[src/logic/revo_pkg.sv]
`default_nettype none

package revo_pkg;

	// ------------------------------------------------------------
	// frame words
	// ------------------------------------------------------------

	// one frame on the serial line, sent msb first
	typedef logic [7:0] revo_word_t;

	// idle frame, sent whenever no trigger is pending
	localparam revo_word_t WORD_NULL = 8'b11000000;

	// trigger frame, the inverse pattern of the idle frame
	localparam revo_word_t WORD_TRG = 8'b00111111;

	// ------------------------------------------------------------
	// qualification and counting
	// ------------------------------------------------------------

	// longest revo pulse still taken as a trigger, in samples
	localparam int DEFAULT_MAX_WIDTH = 8;

	// number of trigger words sent, wraps at the top
	typedef logic [15:0] trg_count_t;

endpackage

`default_nettype wire

[src/logic/frame_word_encoder.sv]
`default_nettype none

module frame_word_encoder (
	input wire clock2,
	input wire reset,
	input wire trg_valid,
	output logic trg_ready,
	output logic word_valid,
	output revo_pkg::revo_word_t word,
	input wire word_ready,
	output revo_pkg::trg_count_t trg_count
);

	logic trg_taken;

	// ------------------------------------------------------------
	// word offer
	// ------------------------------------------------------------

	// a null word is always there to send, so valid simply comes up
	// one clock after reset and stays
	always_ff @(posedge clock2) begin
		if (reset) begin
			word_valid <= 1'b0;
		end else begin
			word_valid <= 1'b1;
		end
	end

	// trigger is consumed in the same slot the serializer takes the word
	assign trg_ready = word_valid && word_ready;
	assign trg_taken = trg_valid && trg_ready;

	// word only changes in the accepting cycle
	// outside of it the null pattern sits there steady
	always_comb begin
		if (trg_taken) begin
			word = revo_pkg::WORD_TRG;
		end else begin
			word = revo_pkg::WORD_NULL;
		end
	end

	// ------------------------------------------------------------
	// sent trigger count
	// ------------------------------------------------------------

	// wraps at the top since the receiver only looks at differences
	always_ff @(posedge clock2) begin
		if (reset) begin
			trg_count <= '0;
		end else if (trg_taken) begin
			trg_count <= trg_count + revo_pkg::trg_count_t'(1);
		end
	end

endmodule

`default_nettype wire

[src/logic/revo_pulse_qualifier.sv]
`default_nettype none

module revo_pulse_qualifier #(
	parameter int MAX_WIDTH = revo_pkg::DEFAULT_MAX_WIDTH,
	parameter int SYNC_STAGES = 2
) (
	input wire clock2,
	input wire reset,
	input wire revo_in,
	output logic trg_valid,
	input wire trg_ready
);

	// run counter has to hold MAX_WIDTH+1 as the first overlong value
	localparam int COUNT_BITS = $clog2(MAX_WIDTH + 2);
	localparam logic [COUNT_BITS-1:0] COUNT_MAX = COUNT_BITS'(MAX_WIDTH);
	localparam logic [COUNT_BITS-1:0] COUNT_SAT = COUNT_BITS'(MAX_WIDTH + 1);

	logic [SYNC_STAGES-1:0] sync_q;
	logic revo_sync;
	logic [COUNT_BITS-1:0] run_count;
	logic run_end;
	logic pulse_ok;

	// ------------------------------------------------------------
	// synchronizer chain
	// ------------------------------------------------------------

	// plain flop chain since revo_in has no relation to clock2
	always_ff @(posedge clock2) begin
		if (reset) begin
			sync_q <= '0;
		end else begin
			sync_q[0] <= revo_in;
			for (int i = 1; i < SYNC_STAGES; i++) begin
				sync_q[i] <= sync_q[i-1];
			end
		end
	end

	assign revo_sync = sync_q[SYNC_STAGES-1];

	// ------------------------------------------------------------
	// pulse width measurement
	// ------------------------------------------------------------

	// counts high samples of the current run
	// stops at COUNT_SAT so a stuck line never wraps back into range
	always_ff @(posedge clock2) begin
		if (reset) begin
			run_count <= '0;
		end else if (revo_sync) begin
			if (run_count != COUNT_SAT) begin
				run_count <= run_count + COUNT_BITS'(1);
			end
		end else begin
			run_count <= '0;
		end
	end

	// first low sample after a high run while the count still holds the width
	assign run_end = !revo_sync && (run_count != '0);

	// width 1 up to MAX_WIDTH is a trigger
	// anything that reached COUNT_SAT is a stuck or overlong line
	assign pulse_ok = run_end && (run_count <= COUNT_MAX);

	// ------------------------------------------------------------
	// pending trigger
	// ------------------------------------------------------------

	// held until the encoder takes it
	// a second good pulse before that just merges in
	// a transfer in the same cycle as a new pulse keeps the flag up
	always_ff @(posedge clock2) begin
		if (reset) begin
			trg_valid <= 1'b0;
		end else begin
			trg_valid <= pulse_ok || (trg_valid && !trg_ready);
		end
	end

endmodule

`default_nettype wire

[src/logic/revo_trigger_top.sv]
`default_nettype none

module revo_trigger_top #(
	parameter int MAX_WIDTH = revo_pkg::DEFAULT_MAX_WIDTH,
	parameter int SYNC_STAGES = 2
) (
	input wire clock2,
	input wire reset,
	input wire revo_in,
	output logic serial_data,
	output logic serial_frame,
	output logic trg_active,
	output revo_pkg::trg_count_t trg_count
);

	// qualifier to encoder
	logic trg_valid;
	logic trg_ready;

	// encoder to serializer
	logic word_valid;
	logic word_ready;
	revo_pkg::revo_word_t word;

	// ------------------------------------------------------------
	// pulse qualification, encoding, serialization
	// ------------------------------------------------------------

	revo_pulse_qualifier #(
		.MAX_WIDTH(MAX_WIDTH),
		.SYNC_STAGES(SYNC_STAGES)
	) qualifier (
		.clock2(clock2),
		.reset(reset),
		.revo_in(revo_in),
		.trg_valid(trg_valid),
		.trg_ready(trg_ready)
	);

	frame_word_encoder encoder (
		.clock2(clock2),
		.reset(reset),
		.trg_valid(trg_valid),
		.trg_ready(trg_ready),
		.word_valid(word_valid),
		.word(word),
		.word_ready(word_ready),
		.trg_count(trg_count)
	);

	word_serializer serializer (
		.clock2(clock2),
		.reset(reset),
		.word_valid(word_valid),
		.word(word),
		.word_ready(word_ready),
		.serial_data(serial_data),
		.serial_frame(serial_frame),
		.trg_active(trg_active)
	);

endmodule

`default_nettype wire

[src/logic/word_serializer.sv]
`default_nettype none

module word_serializer (
	input wire clock2,
	input wire reset,
	input wire word_valid,
	input wire revo_pkg::revo_word_t word,
	output logic word_ready,
	output logic serial_data,
	output logic serial_frame,
	output logic trg_active
);

	localparam int WORD_BITS = $bits(revo_pkg::revo_word_t);
	localparam int INDEX_BITS = $clog2(WORD_BITS);
	localparam logic [INDEX_BITS-1:0] LAST_BIT = INDEX_BITS'(WORD_BITS - 1);

	revo_pkg::revo_word_t shift_q;
	logic [INDEX_BITS-1:0] bit_index;
	logic running;
	logic active_q;
	logic load;

	// ------------------------------------------------------------
	// handshake
	// ------------------------------------------------------------

	// ready on the last bit so the next word follows without a gap,
	// and while idle, which covers the cycle right after reset
	assign word_ready = !running || (bit_index == LAST_BIT);
	assign load = word_ready && word_valid;

	// ------------------------------------------------------------
	// shift register
	// ------------------------------------------------------------

	// frame word shifts out msb first
	always_ff @(posedge clock2) begin
		if (load) begin
			shift_q <= word;
		end else begin
			shift_q <= {shift_q[WORD_BITS-2:0], 1'b0};
		end
	end

	// bit position and frame state
	always_ff @(posedge clock2) begin
		if (reset) begin
			bit_index <= '0;
			running <= 1'b0;
			active_q <= 1'b0;
		end else if (load) begin
			bit_index <= '0;
			running <= 1'b1;
			active_q <= (word == revo_pkg::WORD_TRG);
		end else if (running) begin
			bit_index <= bit_index + INDEX_BITS'(1);
			// go idle when no word is offered at the end of a frame
			if (bit_index == LAST_BIT) begin
				running <= 1'b0;
				active_q <= 1'b0;
			end
		end
	end

	// ------------------------------------------------------------
	// line outputs
	// ------------------------------------------------------------

	// line carries the msb and stays low while idle
	assign serial_data = running && shift_q[WORD_BITS-1];
	assign serial_frame = running && (bit_index == '0);
	assign trg_active = active_q;

endmodule

`default_nettype wire

[config.mk]
export PLATFORM = sky130hd
export DESIGN_NAME = revo_trigger_top
export DESIGN_NICKNAME = d
export VERILOG_FILES = /design/src/logic/revo_pkg.sv /design/src/logic/frame_word_encoder.sv /design/src/logic/revo_pulse_qualifier.sv /design/src/logic/revo_trigger_top.sv /design/src/logic/word_serializer.sv
export SDC_FILE = /design/constraint.sdc
export NUM_CORES = 1
export LEC_CHECK = 0
export BUFFER_PORTS_ARGS = -buffer_cell sky130_fd_sc_hd__buf_2
export CAP_MARGIN = 20
export CORE_MARGIN = 5
export CORE_UTILIZATION = 30
export CTS_BUF_LIST = sky130_fd_sc_hd__clkbuf_8 sky130_fd_sc_hd__clkbuf_16
export DETAILED_ROUTE_END_ITERATION = 16
export SYNTH_ARGS = -nofsm -noshare
export SYNTH_HDL_FRONTEND = slang
export SYNTH_SLANG_ARGS = --single-unit
[constraint.sdc]
create_clock -name clock2 -period 2.2 [get_ports clock2]
set_input_delay 0.33 -clock clock2 [delete_from_list [all_inputs] [get_ports clock2]]
set_output_delay 0.33 -clock clock2 [all_outputs]
set_load 0.005 [all_outputs]
After elaboration in Yosys (flattened, before gate mapping)
Cells that the tools add are included.
Operators by class
  divide/modulo/power cells: 0
  order comparisons: 1
  add/sub/neg operators: 3
  equal/unequal tests: 3
  shift operators: 0
  $mul: 0
  reductions and logical operators: 19
  multiplexer cells: 9
  bitwise operators: 1
Operators by type and width (number)
  $add A16 B1 Y16 const B: 1
  $mux W8: 2
  $eq A8 B6 Y1 const B: 1
  $logic_and A1 B1 Y1: 7
  $mux W1: 7
  $add A4 B1 Y4 const B: 1
  $le A4 B4 Y1 const B: 1
  $ne A4 B4 Y1 const B: 1
  $reduce_bool A2 Y1: 2
  $reduce_bool A4 Y1: 1
  $reduce_or A2 Y1: 2
  $add A3 B1 Y3 const B: 1
  $eq A3 B3 Y1 const B: 1
  $logic_not A1 Y1: 3
  $logic_not A3 Y1: 1
  $logic_or A1 B1 Y1: 2
  $reduce_and A2 Y1: 1
  $not A1 Y1: 1
Word-level totals
  bits in latches: 0
  flip-flop bits (word level): 37
  logic and storage cells: 46
  memories: 0
  bits in read-only memories: 0
  RAM bits: 0

Longest topological paths before layout
Gate-level depths: netlist of run 1.
  depth after elaboration: 7
  mapped depth: 7
  mapped depth without buffers: 6

Hierarchy
Synthesis of run 1 repeated with hierarchy kept, for this count alone.
Unflattened totals
  cells, all modules: 177
  area total of the unflattened synthesis: 1736.7 um^2
Modules (own cells, without submodules)
  frame_word_encoder: cells an instance 96, sequential area each 340.3 um^2, times used 1, area each 837.1 um^2
  word_serializer: cells an instance 48, sequential area each 260.2 um^2, times used 1, area each 575.6 um^2
  revo_pulse_qualifier: cells an instance 33, sequential area each 140.1 um^2, times used 1, area each 324.1 um^2

Worst setup path before layout of run 1
OpenSTA, ideal clock, no wires.
  kind: flip-flop to flip-flop
  from: reg serializer.bit_index[0]
  to: reg encoder.trg_count[15]
  buffers on the path: 1
  data arrival time: 1.563 ns
  stages on the path, launching flop included: 8
  library setup time: 0.070 ns
  setup slack: 0.567 ns
  path through: dfxtp_1 -> ha_1 -> ha_1 -> nand2b_1 -> buf_4 -> nand3_2 -> or4_1 -> a21oi_1
On the way
  word-level cells in the longest chain between the ends: 4
RTL lines
  start: declaration: RTL line word_serializer.sv:19  | logic [INDEX_BITS-1:0] bit_index;
  start signal: assignment: RTL line word_serializer.sv:57  | bit_index <= bit_index + INDEX_BITS'(1);
  $eq A3 B3 Y1: RTL line word_serializer.sv:30  | assign word_ready = !running || (bit_index == LAST_BIT);
  $logic_or A1 B1 Y1: RTL line word_serializer.sv:30
  $logic_and A1 B1 Y1: RTL line frame_word_encoder.sv:31  | assign trg_ready = word_valid && word_ready;
  $logic_and A1 B1 Y1: RTL line frame_word_encoder.sv:32  | assign trg_taken = trg_valid && trg_ready;
  end signal: assignment: RTL line frame_word_encoder.sv:53  | trg_count <= trg_count + revo_pkg::trg_count_t'(1);
  end: declaration: RTL line frame_word_encoder.sv:11  | output revo_pkg::trg_count_t trg_count
Every way passes these cells.
A chain may end at the register's enable or synchronous reset.

Worst setup path in the final report of run 1
  from: reg serializer.bit_index[0]
  to: reg encoder.trg_count[14]
The elaborated chain is that of the path after synthesis.

==> results.yml, run 1 <==
setup_path:
  worst_r2r_startpoint: "serializer.bit_index[0]"
  crit_path_start_kind: "flip-flop"
  critical_path_buf_inv_count: 0
  cp_slowest_cell: "sky130_fd_sc_hd__or4_1"
  critPathRequiredTime_ns: 2.41
  cp_top_family: "simple AND/OR/NAND/NOR gates"
  r2r.worst_path.cells: 6
  worst-r2r-setup-slack_ns: 0.26
  timing.critical_path.mode_cell: "sky130_fd_sc_hd__ha_1"
  setup.worst_path.class: "flip-flop to flip-flop"
  worst_setup_path_end_kind: "flip-flop"
  worstPathArrival_ns: 2.15
  worstPathCellList: "ha_1, ha_1, nand2b_1, nand4_1, or4_1, a21oi_1"
  worstReg2RegEnd: "encoder.trg_count[14]"
  critical_path.max_fanout: 9
  critPathMaxStageDelay_ns: 0.45
sta:
  clock_skew_ns: 0.001142
  worstMarginPinSlew_ns: 0.4436
  final_period_minus_worst_setup_slack_ns: 1.937
  hold_viol_final: 0
  final.setup.tns_ns: 0
  fmax_ghz: 0.5162
  min_period_over_period_pct: 88.05
  slew_headroom_pct: 70.43
  slew_violations: 0
  unrepaired_setup_endpoints_after_global_routing: "no"
  setup_violations: 0
  slack_of_the_critical_path_ns: 0.2629
cts:
  cts_inserted_buffers: 5
  cts_sinks: 37
  post-cts-setup-buffer-count: 0
  cts_htree_levels: 2
  cts_repair_resize_count: 0
  tritoncts: "done"
  root_buffer: "sky130_fd_sc_hd__clkbuf_8"
  worst_setup_hold_path_clk_slew_ns: 0.07
  cts_hold_buf: 0
  clock_insertion_delay_worst_skew_ns: 0.28
  clockBufferDepth: 2
place:
  half_perimeter_wire_length_of_the_detailed_placement_result_mm: 2.056
  placed_cells: 252
  io_buffer_count: 21
  finalWeightedCongestion: 0.7691
  post-place-ws_ns: 0.3019
min_path:
  worstHoldPathType: "input port to flip-flop"
  worstHoldPathCells: 2
  worstHoldEndpoint: "qualifier.sync_q[0]"
  timing.hold.worst.start: "revo_in"
pwr:
  power.share.switching_pct: 20.35
  vdd.ir_drop.worst_v: 0.0002678
  power.leakage_nw: 0.7646
  switchingPower_w: 0.0002643
  power.combinational.fraction_pct: 3.9
  clock_power_share_pct: 42.7
  power.total_w: 0.001299
  p_per_area_nw_per_um2: 709.9
  share_of_power_burned_in_registers_pct: 53.4
  p_int_w: 0.001034
grt:
  antenna_violations_before_repair: 0
  grt_start_max_net_pins: 26
  overall_overflow_remaining_after_global_route: 0
  via_count_of_the_first_global_routing_pass: 1177
  grt_first_pass_wirelength_mm: 5.140
  grt_use_total_pct: 9.807
synthesis:
  synthesis.area_sq_um: 1565
  synthCells: 166
  synth_compound_area_share_pct: 11.19
  largest_area_contributor_in_the_synthesized_netlist: "sky130_fd_sc_hd__dfxtp_1"
  synth_simple_gate_area_share_pct: 24.86
  synth-xor-area-share_pct: 5.596
  largest_family_of_logic_cells_by_synthesized_area: "simple AND/OR/NAND/NOR gates"
  synth-adder-area-share_pct: 5.596
  synth.mux.area_fraction_pct: 1.918
  synth_warnings: 0
  postSynthNetCount: 176
  area_share_of_the_largest_cell_type_after_synthesis_pct: 47.32
  post_synth_num_cell_types: 37
  post_synth_main_area_contributors: "sky130_fd_sc_hd__dfxtp_1 (47%), sky130_fd_sc_hd__ha_1 (5.6%), sky130_fd_sc_hd__nor2_1 (4.1%), sky130_fd_sc_hd__a21oi_1 (3.5%), sky130_fd_sc_hd__xnor2_1 (3.4%)"
  yosys_register_bits: 37
  avg_inst_size_synth_sq_um: 9.429
  post_synthesis_sequential_area_ratio_pct: 47.32
floorplanning:
  placeable_core_region_sq_um: 5075
  die-area_sq_um: 6762
  chip_width_microns: 82.23
  pin_count: 22
  fp-row-count: 26
  die-height_microns: 82.23
  floorplan.initialDensity_pct: 30.84
detailed_routing:
  detailroute.via_count: 1194
  drt-total-wl_mm: 2.840
  wl_per_cell_microns: 10.97
  length_of_the_first_detailed_routing_pass_in_iterations: 4
  final_antenna_net_count: 0
  avgViaCountPerCell: 4.610
  count_of_routing_violations_after_the_opening_detailed_route_iteration: 40
  drt_drc_violations_left: 0
cells_and_area:
  fraction_of_layout_instances_using_a_drive_strength_above_1_pct: 19.05
  instances_no_fill: 259
  n_antenna_cell: 0
  syn_to_final_growth_pct: 16.87
  nNetsFinal: 199
  layout.core_utilization_pct: 36.05
flow_run:
  maxcap_violations: 0
run_status:
  outcome: "completed"
## per-layer routing
layer / global-route usage (%) / share of wire [%] / vias up
met4: 4.485 / 1.2 / 0
met3: 3.037 / 6.3 / 5
met2: 16.43 / 46 / 20
li1: - / - / 622
met1: 11.38 / 46 / 547
met5: 0 / 0 / -
## synth_stat cells (all sizes together)
cell,number
buf,4
and2,4
and3b,1
ha,7
a2bb2oi,1
clkbuf,1
nand3,5
nand2b,4
and4,2
nand4,8
nor3,3
nor2,18
o31ai,3
or4,2
o21ai,7
mux2i,3
xor2,4
nor2b,3
or2,2
o211ai,1
xnor2,6
a21o,5
dfxtp,37
a21oi,11
nand3b,1
a221oi,1
nand2,7
or3,6
and3,2
inv,6
nor4b,1
## power by group through the flow
stage	Combinational [W]	Clock, W	Sequential, W
3_3_place_gp	0.0000522	0	0.000709
3_5_place_dp	0.0000519	0	0.000709
2_1_floorplan	0.0000430	0	0.000705
5_1_grt	0.0000588	0.000603	0.000696
4_1_cts	0.0000521	0.000574	0.000693
6_report	0.0000504	0.000555	0.000693
## how the worst max path moves through the flow
stage                     depth (start not counted)                     to                     from
after floorplan                                   7  encoder.trg_count[15]  serializer.bit_index[0]
after global placement                            6  encoder.trg_count[14]  serializer.bit_index[0]
after detailed placement                          6  encoder.trg_count[14]  serializer.bit_index[0]
after CTS                                         6  encoder.trg_count[14]  serializer.bit_index[0]
after global routing                              6  encoder.trg_count[14]  serializer.bit_index[0]
final                                             6  encoder.trg_count[14]  serializer.bit_index[0]
## layout make-up
cell class / count / area (sq um)
clock buffer: 5 / 68.82
clock inverter: 2 / 35.03
fill: 547 / 3246
inverter: 6 / 22.52
multi-input combinational: 118 / 769.5
sequential: 37 / 740.7
tap: 70 / 87.58
timing repair buffer: 21 / 105.1
## state kept, by name, indices dropped and copies added (netlist names)
register and cells:
serializer.shift_q 8, qualifier.trg_valid 1, encoder.word_valid 1, qualifier.run_count 4, serializer.bit_index 3, serializer.running 1, encoder.trg_count 16, serializer.trg_active 1
qualifier.sync_q 2
## stage by stage
step	cell area (sq um)	hold slack (ns)
after CTS	1829	0.2465
after global placement	1725	0.4071
final	1829	0.2555
after floorplan	1565	0.4016
after global routing	1829	0.2559
after detailed placement	1725	0.4117
## cells by family (layout without fill, tap and decap cells)
| logic type | count (synthesis) | after routing |
|---|---|---|
| compound gates | 29 | 29 |
| xor+xnor | 10 | 10 |
| fa+ha+maj | 7 | 7 |
| buf+inv | 11 | 34 |
| flops | 37 | 37 |
| mux | 3 | 3 |
| simple gates | 69 | 69 |
## placed cells by master (no fill, tap or decap), types with 3 or more instances in the layout
master                     instances
sky130_fd_sc_hd__a21o_1            5
sky130_fd_sc_hd__nor3_1            3
sky130_fd_sc_hd__nand4_1           8
sky130_fd_sc_hd__o31ai_1           3
sky130_fd_sc_hd__a21oi_1          11
sky130_fd_sc_hd__nor2_1           17
sky130_fd_sc_hd__inv_1             6
sky130_fd_sc_hd__nand3_1           3
sky130_fd_sc_hd__mux2i_1           3
sky130_fd_sc_hd__buf_2            21
sky130_fd_sc_hd__or3_1             4
sky130_fd_sc_hd__nand2_1           7
sky130_fd_sc_hd__ha_1              7
sky130_fd_sc_hd__nor2b_1           3
sky130_fd_sc_hd__nand2b_1          4
sky130_fd_sc_hd__and2_1            4
sky130_fd_sc_hd__clkbuf_8          5
sky130_fd_sc_hd__xnor2_1           6
sky130_fd_sc_hd__o21ai_0           7
sky130_fd_sc_hd__xor2_1            4
sky130_fd_sc_hd__dfxtp_1          37
Power figures use the tool's default switching activity.
==> run 2, diff against run 1 <==
Settings changed: SYNTH_HIERARCHICAL set to 1.
==> results.yml, run 2 <==
synthesis:
  post_synthesis_sequential_area_ratio_pct: 42.65
  synth_top_flop_cell: "sky130_fd_sc_hd__dfxtp_1"
  synthesis.area_sq_um: 1737
  ys_async_sr_fraction_pct: 0
  avg_inst_size_synth_sq_um: 9.812
  post_synth_num_cell_types: 40
  synth_edf_count: 0
  yosys.cell_count.top_type: "sky130_fd_sc_hd__dfxtp_1"
  post_synth_main_area_contributors: "sky130_fd_sc_hd__dfxtp_1 (43%), sky130_fd_sc_hd__mux2_4 (6.1%), sky130_fd_sc_hd__ha_1 (5.0%), sky130_fd_sc_hd__xnor2_1 (4.5%), sky130_fd_sc_hd__nor2_1 (3.9%)"
  synth_warnings: 6
  area_share_of_the_largest_cell_type_after_synthesis_pct: 42.65
  synthCells: 177
  postSynthNetCount: 187
  yosys_register_bits: 37
  post_synth_most_frequent_cells: "sky130_fd_sc_hd__dfxtp_1 (37), sky130_fd_sc_hd__nor2_1 (18), sky130_fd_sc_hd__inv_1 (12)"
  largest_area_contributor_in_the_synthesized_netlist: "sky130_fd_sc_hd__dfxtp_1"
grt:
  grt_start_max_net_pins: 21
  grt_use_total_pct: 9.113
  overall_overflow_remaining_after_global_route: 0
  via_count_of_the_first_global_routing_pass: 1119
  antenna_violations_before_repair: 0
  grt_first_pass_wirelength_mm: 5.285
pwr:
  vdd.ir_drop.worst_v: 0.0002725
  power.total_w: 0.001355
  share_of_power_burned_in_registers_pct: 51.1
  switchingPower_w: 0.0002789
  power.combinational.fraction_pct: 4.5
  power.share.switching_pct: 20.58
  power.leakage_nw: 0.8095
  p_per_area_nw_per_um2: 684.2
  p_int_w: 0.001076
  clock_power_share_pct: 44.4
floorplanning:
  floorplan.initialDensity_pct: 31.16
  chip_width_microns: 86.09
  placeable_core_region_sq_um: 5574
  die-area_sq_um: 7411
  fp-row-count: 27
  pin_count: 22
  die-height_microns: 86.09
setup_path:
  worst_setup_path_end_kind: "flip-flop"
  crit_path_start_kind: "flip-flop"
  critPathRequiredTime_ns: 2.42
  critical_path.max_fanout: 12
  worstPathArrival_ns: 2.20
  setup.worst_path.class: "flip-flop to flip-flop"
run_status:
  outcome: "completed"
sta:
  fmax_ghz: 0.5050
  clock_skew_ns: 0.003253
  final_period_minus_worst_setup_slack_ns: 1.980
  slew_headroom_pct: 74.25
  hold_viol_final: 0
  final.setup.tns_ns: 0
  min_period_over_period_pct: 90.01
  unrepaired_setup_endpoints_after_global_routing: "no"
  slew_violations: 0
  slack_of_the_critical_path_ns: 0.2198
  worstMarginPinSlew_ns: 0.3863
  setup_violations: 0
place:
  post-place-ws_ns: 0.2274
  io_buffer_count: 21
  finalWeightedCongestion: 0.7262
  dpl_cell_area_sq_um: 1864
  half_perimeter_wire_length_of_the_detailed_placement_result_mm: 2.126
  placed_cells: 261
detailed_routing:
  drt_drc_violations_left: 0
  final_antenna_net_count: 0
  avgViaCountPerCell: 4.509
  drt-total-wl_mm: 3.006
  wl_per_cell_microns: 11.17
  count_of_routing_violations_after_the_opening_detailed_route_iteration: 54
  detailroute.via_count: 1213
  length_of_the_first_detailed_routing_pass_in_iterations: 3
cells_and_area:
  fraction_of_layout_instances_using_a_drive_strength_above_1_pct: 24.37
  layout_common_cells: "sky130_fd_sc_hd__dfxtp_1 (37), sky130_fd_sc_hd__buf_2 (21), sky130_fd_sc_hd__nor2_1 (18)"
  layout_commonest_cell: "sky130_fd_sc_hd__dfxtp_1"
  n_fill_cell: 586
  max_flop_register: "encoder/trg_count"
  ff_latch_area_sq_um: 740.7
  biggestRegsByFlops: "encoder/trg_count: 16 flops, serializer/shift_q: 8 flops, qualifier/run_count: 4 flops"
  syn_to_final_growth_pct: 14.05
  n_antenna_cell: 0
  largest_register_ff_count: 16
  finalInstanceArea_sq_um: 1981
  instances_no_fill: 269
  multi_input_comb_area_sq_um: 864.6
  nNetsFinal: 206
cts:
  clock_insertion_delay_worst_skew_ns: 0.29
  cts_sinks: 37
  clockBufferDepth: 2
  post-cts-setup-buffer-count: 0
  root_buffer: "sky130_fd_sc_hd__clkbuf_8"
  cts_repair_resize_count: 0
  cts_htree_levels: 2
  tritoncts: "done"
  cts_inserted_buffers: 5
  worst_setup_hold_path_clk_slew_ns: 0.07
  cts_hold_buf: 0
min_path:
  worstHoldPathType: "input port to flip-flop"
flow_run:
  maxcap_violations: 0
[run 2: cell types whose count changed after synthesis, moves of 4 or more]
cell / delta
sky130_fd_sc_hd__buf_4: +6
sky130_fd_sc_hd__mux2_4: +7
sky130_fd_sc_hd__nand4_1: -5
sky130_fd_sc_hd__a21oi_1: -4
sky130_fd_sc_hd__a21o_1: -5
sky130_fd_sc_hd__nor4_1: +5
sky130_fd_sc_hd__o21ai_0: -5
sky130_fd_sc_hd__inv_1: +6
[run 2: stage by stage]
stage	util [%]	hold slack, ns
after floorplan	-	0.3991
after global placement	33.45	0.4256
after detailed placement	33.45	0.4234
after CTS	35.53	0.2478
after global routing	35.53	0.2507
final	35.53	0.2551
[run 2: final timing paths]
kind,startpoint,endpoint,slack (ns),cells past startpoint
worst min register to register,qualifier/sync_q[0],qualifier/sync_q[1],0.45,1
worst max-delay path,serializer/bit_index[0],encoder/trg_count[15],0.22,7
worst max register to register,serializer/bit_index[0],encoder/trg_count[15],0.22,7
worst min-delay path,revo_in,qualifier/sync_q[0],0.26,2
[run 2: cell type report]
| type | instances | area share [%] |
|---|---|---|
| inverters | 13 | 2.464 |
| well taps | 72 | 4.548 |
| flip-flops and latches | 37 | 37.40 |
| repair buffers | 23 | 6.064 |
| multi-input cells | 116 | 43.65 |
| clock buffers | 6 | 4.169 |
| clock inverters | 2 | 1.706 |
[run 2: power groups by stage]
stage                     Sequential (W)  Combinational [W]  Clock [W]
final                           0.000692          0.0000603   0.000602
after global routing            0.000694          0.0000679   0.000664
after CTS                       0.000693          0.0000616   0.000621
after detailed placement        0.000708          0.0000612          0
after global placement          0.000708          0.0000609          0
after floorplan                 0.000703          0.0000553          0
[run 2: logic make-up after synthesis]
family	count (synthesis)	synth area share (%)
AND/OR/NAND/NOR	71	24.21
flip-flops	37	42.65
buffers and inverters	24	7.564
AO/OA/AOI/OAI	13	4.755
multiplexers	13	9.726
XOR/XNOR	12	6.052
adder cells (fa/ha/maj)	7	5.043
[run 2: critical path: stages, from the launching register on]
cell	delay, ns
sky130_fd_sc_hd__dfxtp_1	0.38
sky130_fd_sc_hd__ha_1	0.16
sky130_fd_sc_hd__ha_1	0.15
sky130_fd_sc_hd__nand2b_4	0.16
sky130_fd_sc_hd__nand3_4	0.15
sky130_fd_sc_hd__or3_1	0.39
sky130_fd_sc_hd__or4_1	0.40
sky130_fd_sc_hd__a21oi_1	0.14
[run 2: routing by layer]
layer	global-route usage [%]	wire length, microns	up-vias
met2	12.12	1206	21
met1	12.42	1559	548
met3	3.939	201	4
met4	4.317	38	0
met5	0	0	-
li1	-	-	640
